**config.mk**
```make
export PLATFORM = sky130hd
export DESIGN_NAME = axis_loop_top
export DESIGN_NICKNAME = d
export VERILOG_FILES = /design/src/axis_pkg.sv /design/src/axis_gen_checker.sv /design/src/axis_gen_master.sv /design/src/axis_loop_top.sv /design/src/axis_skid_buffer.sv
export VERILOG_INCLUDE_DIRS = /design/src
export SDC_FILE = /design/constraint.sdc
export NUM_CORES = 1
export LEC_CHECK = 0
export BUFFER_PORTS_ARGS = -buffer_cell sky130_fd_sc_hd__buf_2
export CAP_MARGIN = 10
export CORE_MARGIN = 2
export CORE_UTILIZATION = 40
export CTS_CLUSTER_SIZE = 24
export DETAILED_ROUTE_END_ITERATION = 8
export HOLD_SLACK_MARGIN = 0.15
export PLACE_DENSITY = 0.63
export SLEW_MARGIN = 40
export SYNTH_ARGS = -nofsm -noshare
export SYNTH_HDL_FRONTEND = slang
export SYNTH_SLANG_ARGS = --single-unit
```
**constraint.sdc**
```tcl
create_clock -name clk_i -period 2.5 [get_ports clk_i]
set_input_delay 0.375 -clock clk_i [delete_from_list [all_inputs] [get_ports clk_i]]
set_output_delay 0.375 -clock clk_i [all_outputs]
set_load 0.02 [all_outputs]
```
**src/axis_consts.svh**
```systemverilog
/*
  stream geometry for the traffic loop
  data width must be a whole number of bytes and keep is always full
  beat and packet counts must fit in AXIS_CNT_W bits
*/
`ifndef AXIS_CONSTS_SVH
`define AXIS_CONSTS_SVH

// payload width in bits
`define AXIS_DATA_W 64

// one keep bit per byte lane
`define AXIS_KEEP_W (`AXIS_DATA_W / 8)

// beats in one packet, tlast sits on the final one
`define AXIS_PKT_BEATS 16

// packets in one loop before loop_done
`define AXIS_LOOP_PKTS 12

// width of beat, packet and received-packet counters
`define AXIS_CNT_W 16

`endif

```
**src/axis_pkg.sv**
```systemverilog
/*
  shared bus structs and enums for the stream loop
  tready is the only slave-to-master signal, no tuser/tid/tdest
*/
package axis_pkg;

`include "axis_consts.svh"

  // master to slave half of the stream bus
  typedef struct packed {
    logic [`AXIS_DATA_W-1:0] tdata;
    logic [`AXIS_KEEP_W-1:0] tkeep;
    logic                    tlast;
    logic                    tvalid;
  } axis_mosi_s;

  // slave to master half
  typedef struct packed {
    logic tready;
  } axis_miso_s;

  // generator control states
  typedef enum logic [1:0] {
    GEN_IDLE   = 2'd0, // no valid beat on the bus
    GEN_STREAM = 2'd1,
    GEN_DRAIN  = 2'd2  // en_i dropped with a beat still pending
  } gen_state_e;

  // first error seen by the checker
  typedef enum logic [1:0] {
    ERR_NONE = 2'd0,
    ERR_DATA = 2'd1, // a byte lane off the expected count
    ERR_KEEP = 2'd2,
    ERR_LAST = 2'd3  // tlast missing or misplaced
  } chk_err_e;

endpackage

```
**src/axis_gen_checker.sv**
```systemverilog
/*
  stream sink that checks the generator's byte-count pattern
  tready follows sink_ready_i directly
  only the first error is kept, the packet count saturates
*/
`timescale 1ns/1ns
`include "axis_consts.svh"

module axis_gen_checker
  import axis_pkg::*;
(
  input  logic                   clk_i,
  input  logic                   reset_i,
  input  axis_mosi_s             bus_i,
  output axis_miso_s             bus_o,
  input  logic                   sink_ready_i,
  output logic [`AXIS_CNT_W-1:0] pkts_rcvd_o,
  output logic                   err_o,
  output chk_err_e               err_kind_o
);

  localparam logic [`AXIS_CNT_W-1:0] last_beat_lp = `AXIS_PKT_BEATS - 1;
  localparam logic [`AXIS_KEEP_W-1:0] full_keep_lp = '1;

  logic [7:0]             exp_byte_q;  // byte expected on every lane
  logic [`AXIS_CNT_W-1:0] beat_q;      // expected beat index
  logic [`AXIS_CNT_W-1:0] pkts_q;
  logic                   err_q;
  chk_err_e               err_kind_q;

  logic                   xfer;
  logic                   exp_last;
  logic [`AXIS_DATA_W-1:0] exp_data;
  chk_err_e               hit_kind;    // mismatch class of the current beat

  assign bus_o.tready = sink_ready_i;
  assign xfer         = bus_i.tvalid & sink_ready_i;

  assign exp_data = {`AXIS_KEEP_W{exp_byte_q}};
  assign exp_last = (beat_q == last_beat_lp);

  assign pkts_rcvd_o = pkts_q;
  assign err_o       = err_q;
  assign err_kind_o  = err_kind_q;

  // data outranks keep, keep outranks tlast
  always_comb begin
    hit_kind = ERR_NONE;
    if (bus_i.tdata != exp_data) begin
      hit_kind = ERR_DATA;
    end else if (bus_i.tkeep != full_keep_lp) begin
      hit_kind = ERR_KEEP;
    end else if (bus_i.tlast != exp_last) begin
      hit_kind = ERR_LAST;
    end
  end

  // expectation tracking
  always_ff @(posedge clk_i) begin
    if (reset_i) begin
      exp_byte_q <= 8'h00;
      beat_q     <= '0;
    end else if (xfer) begin
      exp_byte_q <= exp_byte_q + 8'h01;
      beat_q     <= exp_last ? '0 : beat_q + 1'b1;
    end
  end

  always_ff @(posedge clk_i) begin
    if (reset_i) begin
      pkts_q <= '0;
    end else if (xfer && bus_i.tlast && (pkts_q != '1)) begin
      pkts_q <= pkts_q + 1'b1; // holds at all ones
    end
  end

  // sticky error
  always_ff @(posedge clk_i) begin
    if (reset_i) begin
      err_q      <= 1'b0;
      err_kind_q <= ERR_NONE;
    end else if (xfer && !err_q && (hit_kind != ERR_NONE)) begin
      err_q      <= 1'b1;
      err_kind_q <= hit_kind;
    end
  end

endmodule

```
**src/axis_gen_master.sv**
```systemverilog
/*
  stream generator that counts bytes on every lane
  a new loop needs en_i low then high again after loop_done_o
  the byte counter carries across loops and pauses
*/
`timescale 1ns/1ns
`include "axis_consts.svh"

module axis_gen_master
  import axis_pkg::*;
(
  input  logic       clk_i,
  input  logic       reset_i,
  input  logic       en_i,
  input  axis_miso_s bus_i,
  output axis_mosi_s bus_o,
  output logic       loop_done_o
);

  localparam logic [`AXIS_CNT_W-1:0] last_beat_lp = `AXIS_PKT_BEATS - 1;
  localparam logic [`AXIS_CNT_W-1:0] last_pkt_lp  = `AXIS_LOOP_PKTS - 1;

  gen_state_e             state_q;
  gen_state_e             state_d;
  logic                   armed_q;     // en_i has been low since the last loop
  logic [`AXIS_CNT_W-1:0] beat_cnt_q;  // beat index inside the packet
  logic [`AXIS_CNT_W-1:0] pkt_cnt_q;   // packet index inside the loop
  logic [7:0]             byte_q;
  logic                   loop_done_q;

  logic transfer;
  logic last_beat;
  logic last_pkt;
  logic loop_end;

  assign transfer  = bus_o.tvalid & bus_i.tready;
  assign last_beat = (beat_cnt_q == last_beat_lp);
  assign last_pkt  = (pkt_cnt_q == last_pkt_lp);
  assign loop_end  = transfer & last_beat & last_pkt;

  // everything below is a function of registers, so it holds until the transfer
  assign bus_o.tvalid = (state_q != GEN_IDLE);
  assign bus_o.tdata  = {`AXIS_KEEP_W{byte_q}};
  assign bus_o.tkeep  = '1;
  assign bus_o.tlast  = last_beat;

  assign loop_done_o = loop_done_q;

  always_comb begin
    state_d = state_q;
    case (state_q)
      GEN_IDLE: begin
        if (en_i && armed_q) begin
          state_d = GEN_STREAM;
        end
      end
      GEN_STREAM: begin
        if (loop_end) begin
          state_d = GEN_IDLE;
        end else if (!en_i) begin
          state_d = transfer ? GEN_IDLE : GEN_DRAIN; // pending beat must still go out
        end
      end
      GEN_DRAIN: begin
        if (transfer) begin
          state_d = GEN_IDLE;
        end
      end
      default: state_d = GEN_IDLE;
    endcase
  end

  always_ff @(posedge clk_i) begin
    if (reset_i) begin
      state_q     <= GEN_IDLE;
      armed_q     <= 1'b1;
      loop_done_q <= 1'b0;
    end else begin
      state_q     <= state_d;
      loop_done_q <= loop_end;
      if (loop_end) begin
        armed_q <= 1'b0;
      end else if (!en_i) begin
        armed_q <= 1'b1;
      end
    end
  end

  // position counters, advanced only on accepted beats
  always_ff @(posedge clk_i) begin
    if (reset_i) begin
      beat_cnt_q <= '0;
      pkt_cnt_q  <= '0;
      byte_q     <= 8'h00;
    end else if (transfer) begin
      byte_q <= byte_q + 8'h01; // wraps at 256
      if (last_beat) begin
        beat_cnt_q <= '0;
        pkt_cnt_q  <= last_pkt ? '0 : pkt_cnt_q + 1'b1;
      end else begin
        beat_cnt_q <= beat_cnt_q + 1'b1;
      end
    end
  end

endmodule

```
**src/axis_loop_top.sv**
```systemverilog
/*
  generator, skid buffer and checker in one loop
  sink_ready_i drives the checker's tready for outside back-pressure
*/
`timescale 1ns/1ns
`include "axis_consts.svh"

module axis_loop_top
  import axis_pkg::*;
(
  input  logic                   clk_i,
  input  logic                   reset_i,
  input  logic                   en_i,
  input  logic                   sink_ready_i,
  output logic                   loop_done_o,
  output logic [`AXIS_CNT_W-1:0] pkts_rcvd_o,
  output logic                   err_o,
  output chk_err_e               err_kind_o
);

  axis_mosi_s gen_bus;  // generator to buffer
  axis_miso_s gen_rdy;
  axis_mosi_s chk_bus;  // buffer to checker
  axis_miso_s chk_rdy;

  axis_gen_master gen_i (
    .clk_i       (clk_i),
    .reset_i     (reset_i),
    .en_i        (en_i),
    .bus_i       (gen_rdy),
    .bus_o       (gen_bus),
    .loop_done_o (loop_done_o)
  );

  axis_skid_buffer skid_i (
    .clk_i    (clk_i),
    .reset_i  (reset_i),
    .up_i     (gen_bus),
    .up_rdy_o (gen_rdy),
    .dn_o     (chk_bus),
    .dn_rdy_i (chk_rdy)
  );

  axis_gen_checker chk_i (
    .clk_i        (clk_i),
    .reset_i      (reset_i),
    .bus_i        (chk_bus),
    .bus_o        (chk_rdy),
    .sink_ready_i (sink_ready_i),
    .pkts_rcvd_o  (pkts_rcvd_o),
    .err_o        (err_o),
    .err_kind_o   (err_kind_o)
  );

endmodule

```
**src/axis_skid_buffer.sv**
```systemverilog
/*
  two-entry register slice between master and slave
  upstream tready comes from a flop, so up_rdy_o has no path from dn_rdy_i
  full throughput with one cycle of latency when downstream is ready
*/
`timescale 1ns/1ns

module axis_skid_buffer
  import axis_pkg::*;
(
  input  logic       clk_i,
  input  logic       reset_i,
  input  axis_mosi_s up_i,
  output axis_miso_s up_rdy_o,
  output axis_mosi_s dn_o,
  input  axis_miso_s dn_rdy_i
);

  axis_mosi_s main_q; // beat presented downstream
  axis_mosi_s skid_q; // overflow when downstream stalls

  logic up_xfer;
  logic dn_xfer;

  // skid only fills when main is held, so a free skid means room for one
  assign up_rdy_o.tready = ~skid_q.tvalid;
  assign dn_o            = main_q;

  assign up_xfer = up_i.tvalid & up_rdy_o.tready;
  assign dn_xfer = main_q.tvalid & dn_rdy_i.tready;

  always_ff @(posedge clk_i) begin
    if (reset_i) begin
      main_q.tvalid <= 1'b0;
      skid_q.tvalid <= 1'b0;
    end else if (!main_q.tvalid || dn_xfer) begin
      // main frees up this cycle, oldest beat moves in first
      if (skid_q.tvalid) begin
        main_q        <= skid_q;
        skid_q.tvalid <= 1'b0;
      end else if (up_xfer) begin
        main_q <= up_i;
      end else begin
        main_q.tvalid <= 1'b0;
      end
    end else if (up_xfer) begin
      skid_q <= up_i; // main stalled, park the new beat
    end
  end

endmodule

```
==> impl_metrics.env, run 1 <==
export IMPL_busiest_layer="met2"
export IMPL_cts_sinks=107
export IMPL_yosys_warnings=0
export IMPL_cts_hold_buf=0
export IMPL_fmax_ghz=0.492
export IMPL_cts_tree="yes"
export IMPL_grt_usage=0.144
export IMPL_crit_path_start="gen_i.pkt_cnt_q[0]$_SDFFE_PP0N_"
export IMPL_post_route_min_period_ns=2.03
export IMPL_grt_use_met3=0.0439
export IMPL_final_common_cell="nor2_1"
export IMPL_critical_path_arrival_ns=2.26
export IMPL_final_setup_skew_ns=0.00828
export IMPL_ys_seq_area_frac=0.475
export IMPL_die_h_um=115
export IMPL_port_buffer_count=23
export IMPL_hpwlAfterDp_um=6110
export IMPL_leakage_nw=1.85
export IMPL_peakVddDrop_mv=0.319
export IMPL_end_kind="flip-flop"
export IMPL_final_cell_mix="nor2_1 (91), dfxtp_1 (89), xnor2_1 (57)"
export IMPL_vias=3516
export IMPL_drive_above_1_share=0.136
export IMPL_synthTopCellsByArea="dfxtp_1 (36%), edfxtp_1 (11%), xnor2_1 (10%)"
export IMPL_synth_edf_count=18
export IMPL_crit_required_ns=2.73
export IMPL_dp_cells=675
export IMPL_start_kind="flip-flop"
export IMPL_setup_violations=0
export IMPL_start_util=0.408
export IMPL_cp_max_fo=15
export IMPL_grt_overflow=0
export IMPL_ctsResizeCount=0
export IMPL_final_cell_area_um2=5460
export IMPL_postCtsSetupRepairBufs=0
export IMPL_fin_crit_sh=0.813
export IMPL_synth_avg_cell_area_um2=9.51
export IMPL_final_setup_tns_ns=0
export IMPL_row_count=40
export IMPL_grt_first_pass_wirelength_um=15500
export IMPL_reg2reg_depth=6
export IMPL_final_net_count=549
export IMPL_criticalPathCategory="reg2reg"
export IMPL_async_flop_share=0
export IMPL_worst_slew_pin_slew_ns=0.648
export IMPL_fp_dieArea_um2=13100
export IMPL_status="finished clean"
export IMPL_wl_um=8730
export IMPL_grt_antenna_before_repair=0
export IMPL_drc_errors=0
export IMPL_ios=24
export IMPL_gp_congestion=0.777
export IMPL_n_antenna_cell=0
export IMPL_die_x_um=115
export IMPL_grt_pass1_vias=3345
export IMPL_coreArea_um2=12000
export IMPL_cap_viol_max_count=0
export IMPL_use_met1=0.191
export IMPL_synth_nets=524
export IMPL_power_mw=3.32
export IMPL_hold_class="in2reg"
export IMPL_synthCells=514
export IMPL_wl_per_cell_um=12.6
export IMPL_dr_pass1_iters=4
export IMPL_synth_top_area_frac=0.365
export IMPL_ys_flop_type="dfxtp_1"
export IMPL_drtIter0Drc=313
export IMPL_ant_nets=0
export IMPL_grt_max_degree=29
export IMPL_power_density_nw_per_um2=607
export IMPL_place_area_um2=5150
export IMPL_viasPerCell=5.09
export IMPL_endpoint="gen_i.pkt_cnt_q[2]$_SDFFE_PP0N_"
export IMPL_r2r_end="gen_i.pkt_cnt_q[2]$_SDFFE_PP0N_"
export IMPL_clk_pin_slew_worst_paths_ns=0.07
export IMPL_grtUsageMet2=0.232
export IMPL_synth_seq_cells=107
export IMPL_cts_buffers_inserted=9
export IMPL_rrSetupSlack_ns=0.47
export IMPL_r2r_start="gen_i.pkt_cnt_q[0]$_SDFFE_PP0N_"
export IMPL_synthesis_area_um2=4890
export IMPL_timing_hold_violations_final=0
export IMPL_insertion_delay_ns=0.34
export IMPL_synth_distinct_cells=45
export IMPL_relSlewSlack=0.567
export IMPL_cts_max_level=3
export IMPL_area_growth_syn_to_layout_pct=11.8
export IMPL_yosys_area_top_type="dfxtp_1"
export IMPL_rsz0062_at_grt="false"
export IMPL_final_max_slew_viol_count=0
export IMPL_post_layout_nonfiller_instances=691
export IMPL_cts_root_buffer="clkbuf_16"
export IMPL_cts_buffer_depth=2
## cell type report
cell class / instances / area [um^2]
Multi-Input combinational cell: 377 / 2420
Clock inverter: 7 / 83.8
Timing Repair Buffer: 31 / 175
Clock buffer: 9 / 225
Inverter: 13 / 48.8
Sequential cell: 107 / 2320
Tap cell: 147 / 184
Fill cell: 1139 / 6500
## routing by layer
layer,vias up,wire length [um],share of wire
li1,1829,-,-
met1,1633,4230,0.48
met2,48,4140,0.47
met3,6,313,0.036
met4,0,48,0.0055
met5,-,0,0
## synthesized netlist by cell type (4+ instances only)
master / count
a211oi_1: 10
a21oi_1: 13
and3_1: 8
buf_2: 4
clkbuf_1: 7
dfxtp_1: 89
edfxtp_1: 18
ha_1: 6
inv_1: 13
mux2_2: 8
nand2_1: 36
nand3_1: 21
nand4_1: 20
nor2_1: 91
nor3_1: 18
nor3_2: 6
nor4_1: 10
or3_1: 5
xnor2_1: 57
xor2_1: 23
## critical path, cell delays in order (launching register included)
cell,delay [ns]
dfxtp_1,0.36
ha_1,0.31
nor4b_1,0.32
nand4_1,0.23
nor3_2,0.23
or2_2,0.35
nor2_1,0.10
## stage by stage
stage / util / hold slack, ns / setup WS [ns]
after floorplan: - / 0.446 / 0.638
after detailed placement: 0.431 / 0.446 / 0.353
after global routing: 0.457 / 0.331 / 0.149
final: 0.457 / 0.315 / 0.467
after global placement: 0.431 / 0.445 / 0.491
after CTS: 0.457 / 0.318 / 0.321
## state kept, by name, indices dropped and copies added, names as in the netlist
signal	count
chk_i.beat_q	16
chk_i.err_o	1
gen_i.state_q	2
gen_i.armed_q	1
gen_i.byte_q	8
skid_i.skid_q	10
gen_i.pkt_cnt_q	16
gen_i.beat_cnt_q	16
chk_i.pkts_rcvd_o	16
chk_i.exp_byte_q	8
skid_i.dn_o	10
gen_i.loop_done_o	1
chk_i.err_kind_o	2
## report_power, final
part | switching, mW | internal (mW) | leakage (nW)
logic | 0.0552 | 0.0304 | 0.815
registers | 0.0145 | 1.76 | 0.884
clock network | 0.659 | 0.795 | 0.149
## kinds of logic (layout without fill, tap and decap cells)
kind of cell | count (synthesis) | after routing | share of synthesized area
adder cells (fa/ha/maj) | 6 | 6 | 0.0154
multiplexers | 9 | 9 | 0.0205
flip-flops | 107 | 107 | 0.475
AND/OR/NAND/NOR | 248 | 248 | 0.272
buffers and inverters | 30 | 60 | 0.0287
XOR/XNOR | 80 | 80 | 0.143
AO/OA/AOI/OAI | 34 | 34 | 0.0448
## how the worst min path moves through the flow
stage                                                start                          endpoint  slack [ns]  depth (start not counted)
after floorplan               gen_i.byte_q[7]$_SDFFE_PP0N_       skid_i.skid_q[65]$_DFFE_PP_        0.45                          0
after global placement    chk_i.err_kind_o[1]$_SDFFE_PP0P_  chk_i.err_kind_o[1]$_SDFFE_PP0P_        0.44                          2
after detailed placement  chk_i.err_kind_o[1]$_SDFFE_PP0P_  chk_i.err_kind_o[1]$_SDFFE_PP0P_        0.45                          2
after CTS                                             en_i     gen_i.state_q[0]$_SDFFE_PP0P_        0.32                          3
after global routing                                  en_i     gen_i.state_q[0]$_SDFFE_PP0P_        0.33                          3
final                                                 en_i     gen_i.state_q[0]$_SDFFE_PP0P_        0.32                          3
Power figures use the tool's default switching activity.
==> run 2, diff against run 1 <==
Clock period 2.5 ns to 1.88 ns, I/O delays scaled along.
==> impl_metrics.env, run 2 (synthesized netlist as in run 1, its figures left out) <==
export IMPL_crit_required_ns=2.12
export IMPL_dr_pass1_iters=4
export IMPL_cts_tree="yes"
export IMPL_wl_met1_um=4270
export IMPL_rsz0062_at_grt="true"
export IMPL_n_antenna_cell=0
export IMPL_wl_um=9140
export IMPL_relSlewSlack=0.588
export IMPL_cts_root_buffer="clkbuf_16"
export IMPL_wl_per_cell_um=12.9
export IMPL_gp_congestion=0.828
export IMPL_viasPerCell=5.17
export IMPL_power_mw=4.51
export IMPL_leakage_nw=1.99
export IMPL_final_max_slew_viol_count=0
export IMPL_timing_hold_violations_final=0
export IMPL_final_common_cell="nor2_1"
export IMPL_cap_viol_max_count=0
export IMPL_setup_violations=0
export IMPL_final_setup_skew_ns=0.00547
export IMPL_clk_pin_slew_worst_paths_ns=0.07
export IMPL_row_count=40
export IMPL_area_growth_syn_to_layout_pct=16.7
export IMPL_final_net_count=568
export IMPL_criticalPathCategory="reg2reg"
export IMPL_drive_above_1_share=0.181
export IMPL_status="finished clean"
export IMPL_cts_sinks=107
export IMPL_fp_dieArea_um2=13100
export IMPL_place_area_um2=5340
export IMPL_worst_slew_pin_slew_ns=0.615
export IMPL_die_h_um=115
export IMPL_grt_usage=0.144
export IMPL_cts_buffers_inserted=9
export IMPL_hold_class="in2reg"
export IMPL_end_kind="flip-flop"
export IMPL_vias=3669
export IMPL_cts_hold_buf=0
export IMPL_wl_met2_um=4450
export IMPL_cp_max_fo=16
export IMPL_critical_path_arrival_ns=1.99
export IMPL_grt_max_degree=48
export IMPL_drc_errors=0
export IMPL_grt_overflow=0
export IMPL_postCtsSetupRepairBufs=0
export IMPL_ios=24
export IMPL_final_cell_mix="nor2_1 (91), dfxtp_1 (88), xnor2_1 (57)"
export IMPL_wl_met3_um=363
export IMPL_drtIter0Drc=277
export IMPL_die_x_um=115
export IMPL_grt_first_pass_wirelength_um=15400
export IMPL_grt_antenna_before_repair=0
export IMPL_power_density_nw_per_um2=791
export IMPL_final_cell_area_um2=5700
export IMPL_dr_max_layer_used="met4"
export IMPL_start_kind="flip-flop"
export IMPL_hpwlAfterDp_um=6420
export IMPL_insertion_delay_ns=0.34
export IMPL_peakVddDrop_mv=0.422
export IMPL_port_buffer_count=23
export IMPL_grt_pass1_vias=3406
export IMPL_cts_buffer_depth=2
export IMPL_ant_nets=0
export IMPL_coreArea_um2=12000
export IMPL_cts_max_level=3
export IMPL_start_util=0.408
export IMPL_post_route_min_period_ns=1.75
export IMPL_fin_crit_sh=0.933
export IMPL_fmax_ghz=0.570
## run 2: cell count changes in the layout (fill, tap and decap cells not counted), moves of 2 or more
| cell | before | now |
|---|---|---|
| nor3_1 | 18 | 13 |
| buf_12 | 0 | 3 |
| clkinv_4 | 2 | 0 |
| nor3_2 | 6 | 10 |
| buf_4 | 8 | 24 |
## run 2: critical path, stage by stage (launching register included)
cell and delay [ns]:
dfxtp_1 0.36, nor4_4 0.33, nand4_2 0.17, buf_12 0.19
nor3_2 0.22, or2_1 0.18, buf_12 0.15, nor2_1 0.06
## run 2: power by group
group | total [mW] | switching, mW | internal, mW
clock network | 2.01 | 0.836 | 1.18
logic | 0.137 | 0.0796 | 0.0574
registers | 2.36 | 0.0176 | 2.34
## run 2: timing repair
| item | in CTS | in global routing |
|---|---|---|
| endpoints found under the hold margin | 0 | 0 |
| endpoints found under the setup margin | 0 | 43 |
| resized for setup | 0 | 10 |
## run 2: worst paths after layout
check                                   start                          endpoint  slack, ns  depth (start not counted)
max          gen_i.beat_cnt_q[4]$_SDFFE_PP0N_   gen_i.pkt_cnt_q[0]$_SDFFE_PP0N_       0.13                          7
min                                      en_i     gen_i.state_q[0]$_SDFFE_PP0P_       0.26                          3
max reg2reg  gen_i.beat_cnt_q[4]$_SDFFE_PP0N_   gen_i.pkt_cnt_q[0]$_SDFFE_PP0N_       0.13                          7
min reg2reg  chk_i.err_kind_o[1]$_SDFFE_PP0P_  chk_i.err_kind_o[1]$_SDFFE_PP0P_       0.47                          2
## run 2: metal layers
metal | GRT usage | vias up
li1 | - | 1871
met2 | 0.240 | 57
met1 | 0.185 | 1737
met4 | 0.0309 | 0
met3 | 0.0434 | 4
met5 | 0 | -
## run 2: layout make-up
class	count	area, um^2
Fill cell	1107	6260
Multi-Input combinational cell	377	2470
Sequential cell	107	2320
Timing Repair Buffer	50	355
Clock buffer	9	225
Tap cell	147	184
Clock inverter	7	96.3
Inverter	13	48.8
## run 2: through the flow
| step | worst slack (ns) | cells | util | TNS (ns) | hold slack [ns] |
|---|---|---|---|---|---|
| after global placement | 0.0802 | 694 | 0.446 | 0 | 0.452 |
| after floorplan | 0.111 | 514 | - | 0 | 0.441 |
| final | 0.127 | 710 | 0.477 | 0 | 0.261 |
| after CTS | 0.0519 | 710 | 0.473 | 0 | 0.261 |
| after global routing | -0.0111 | 710 | 0.477 | -0.0111 | 0.278 |
| after detailed placement | 0.0728 | 694 | 0.446 | 0 | 0.461 |
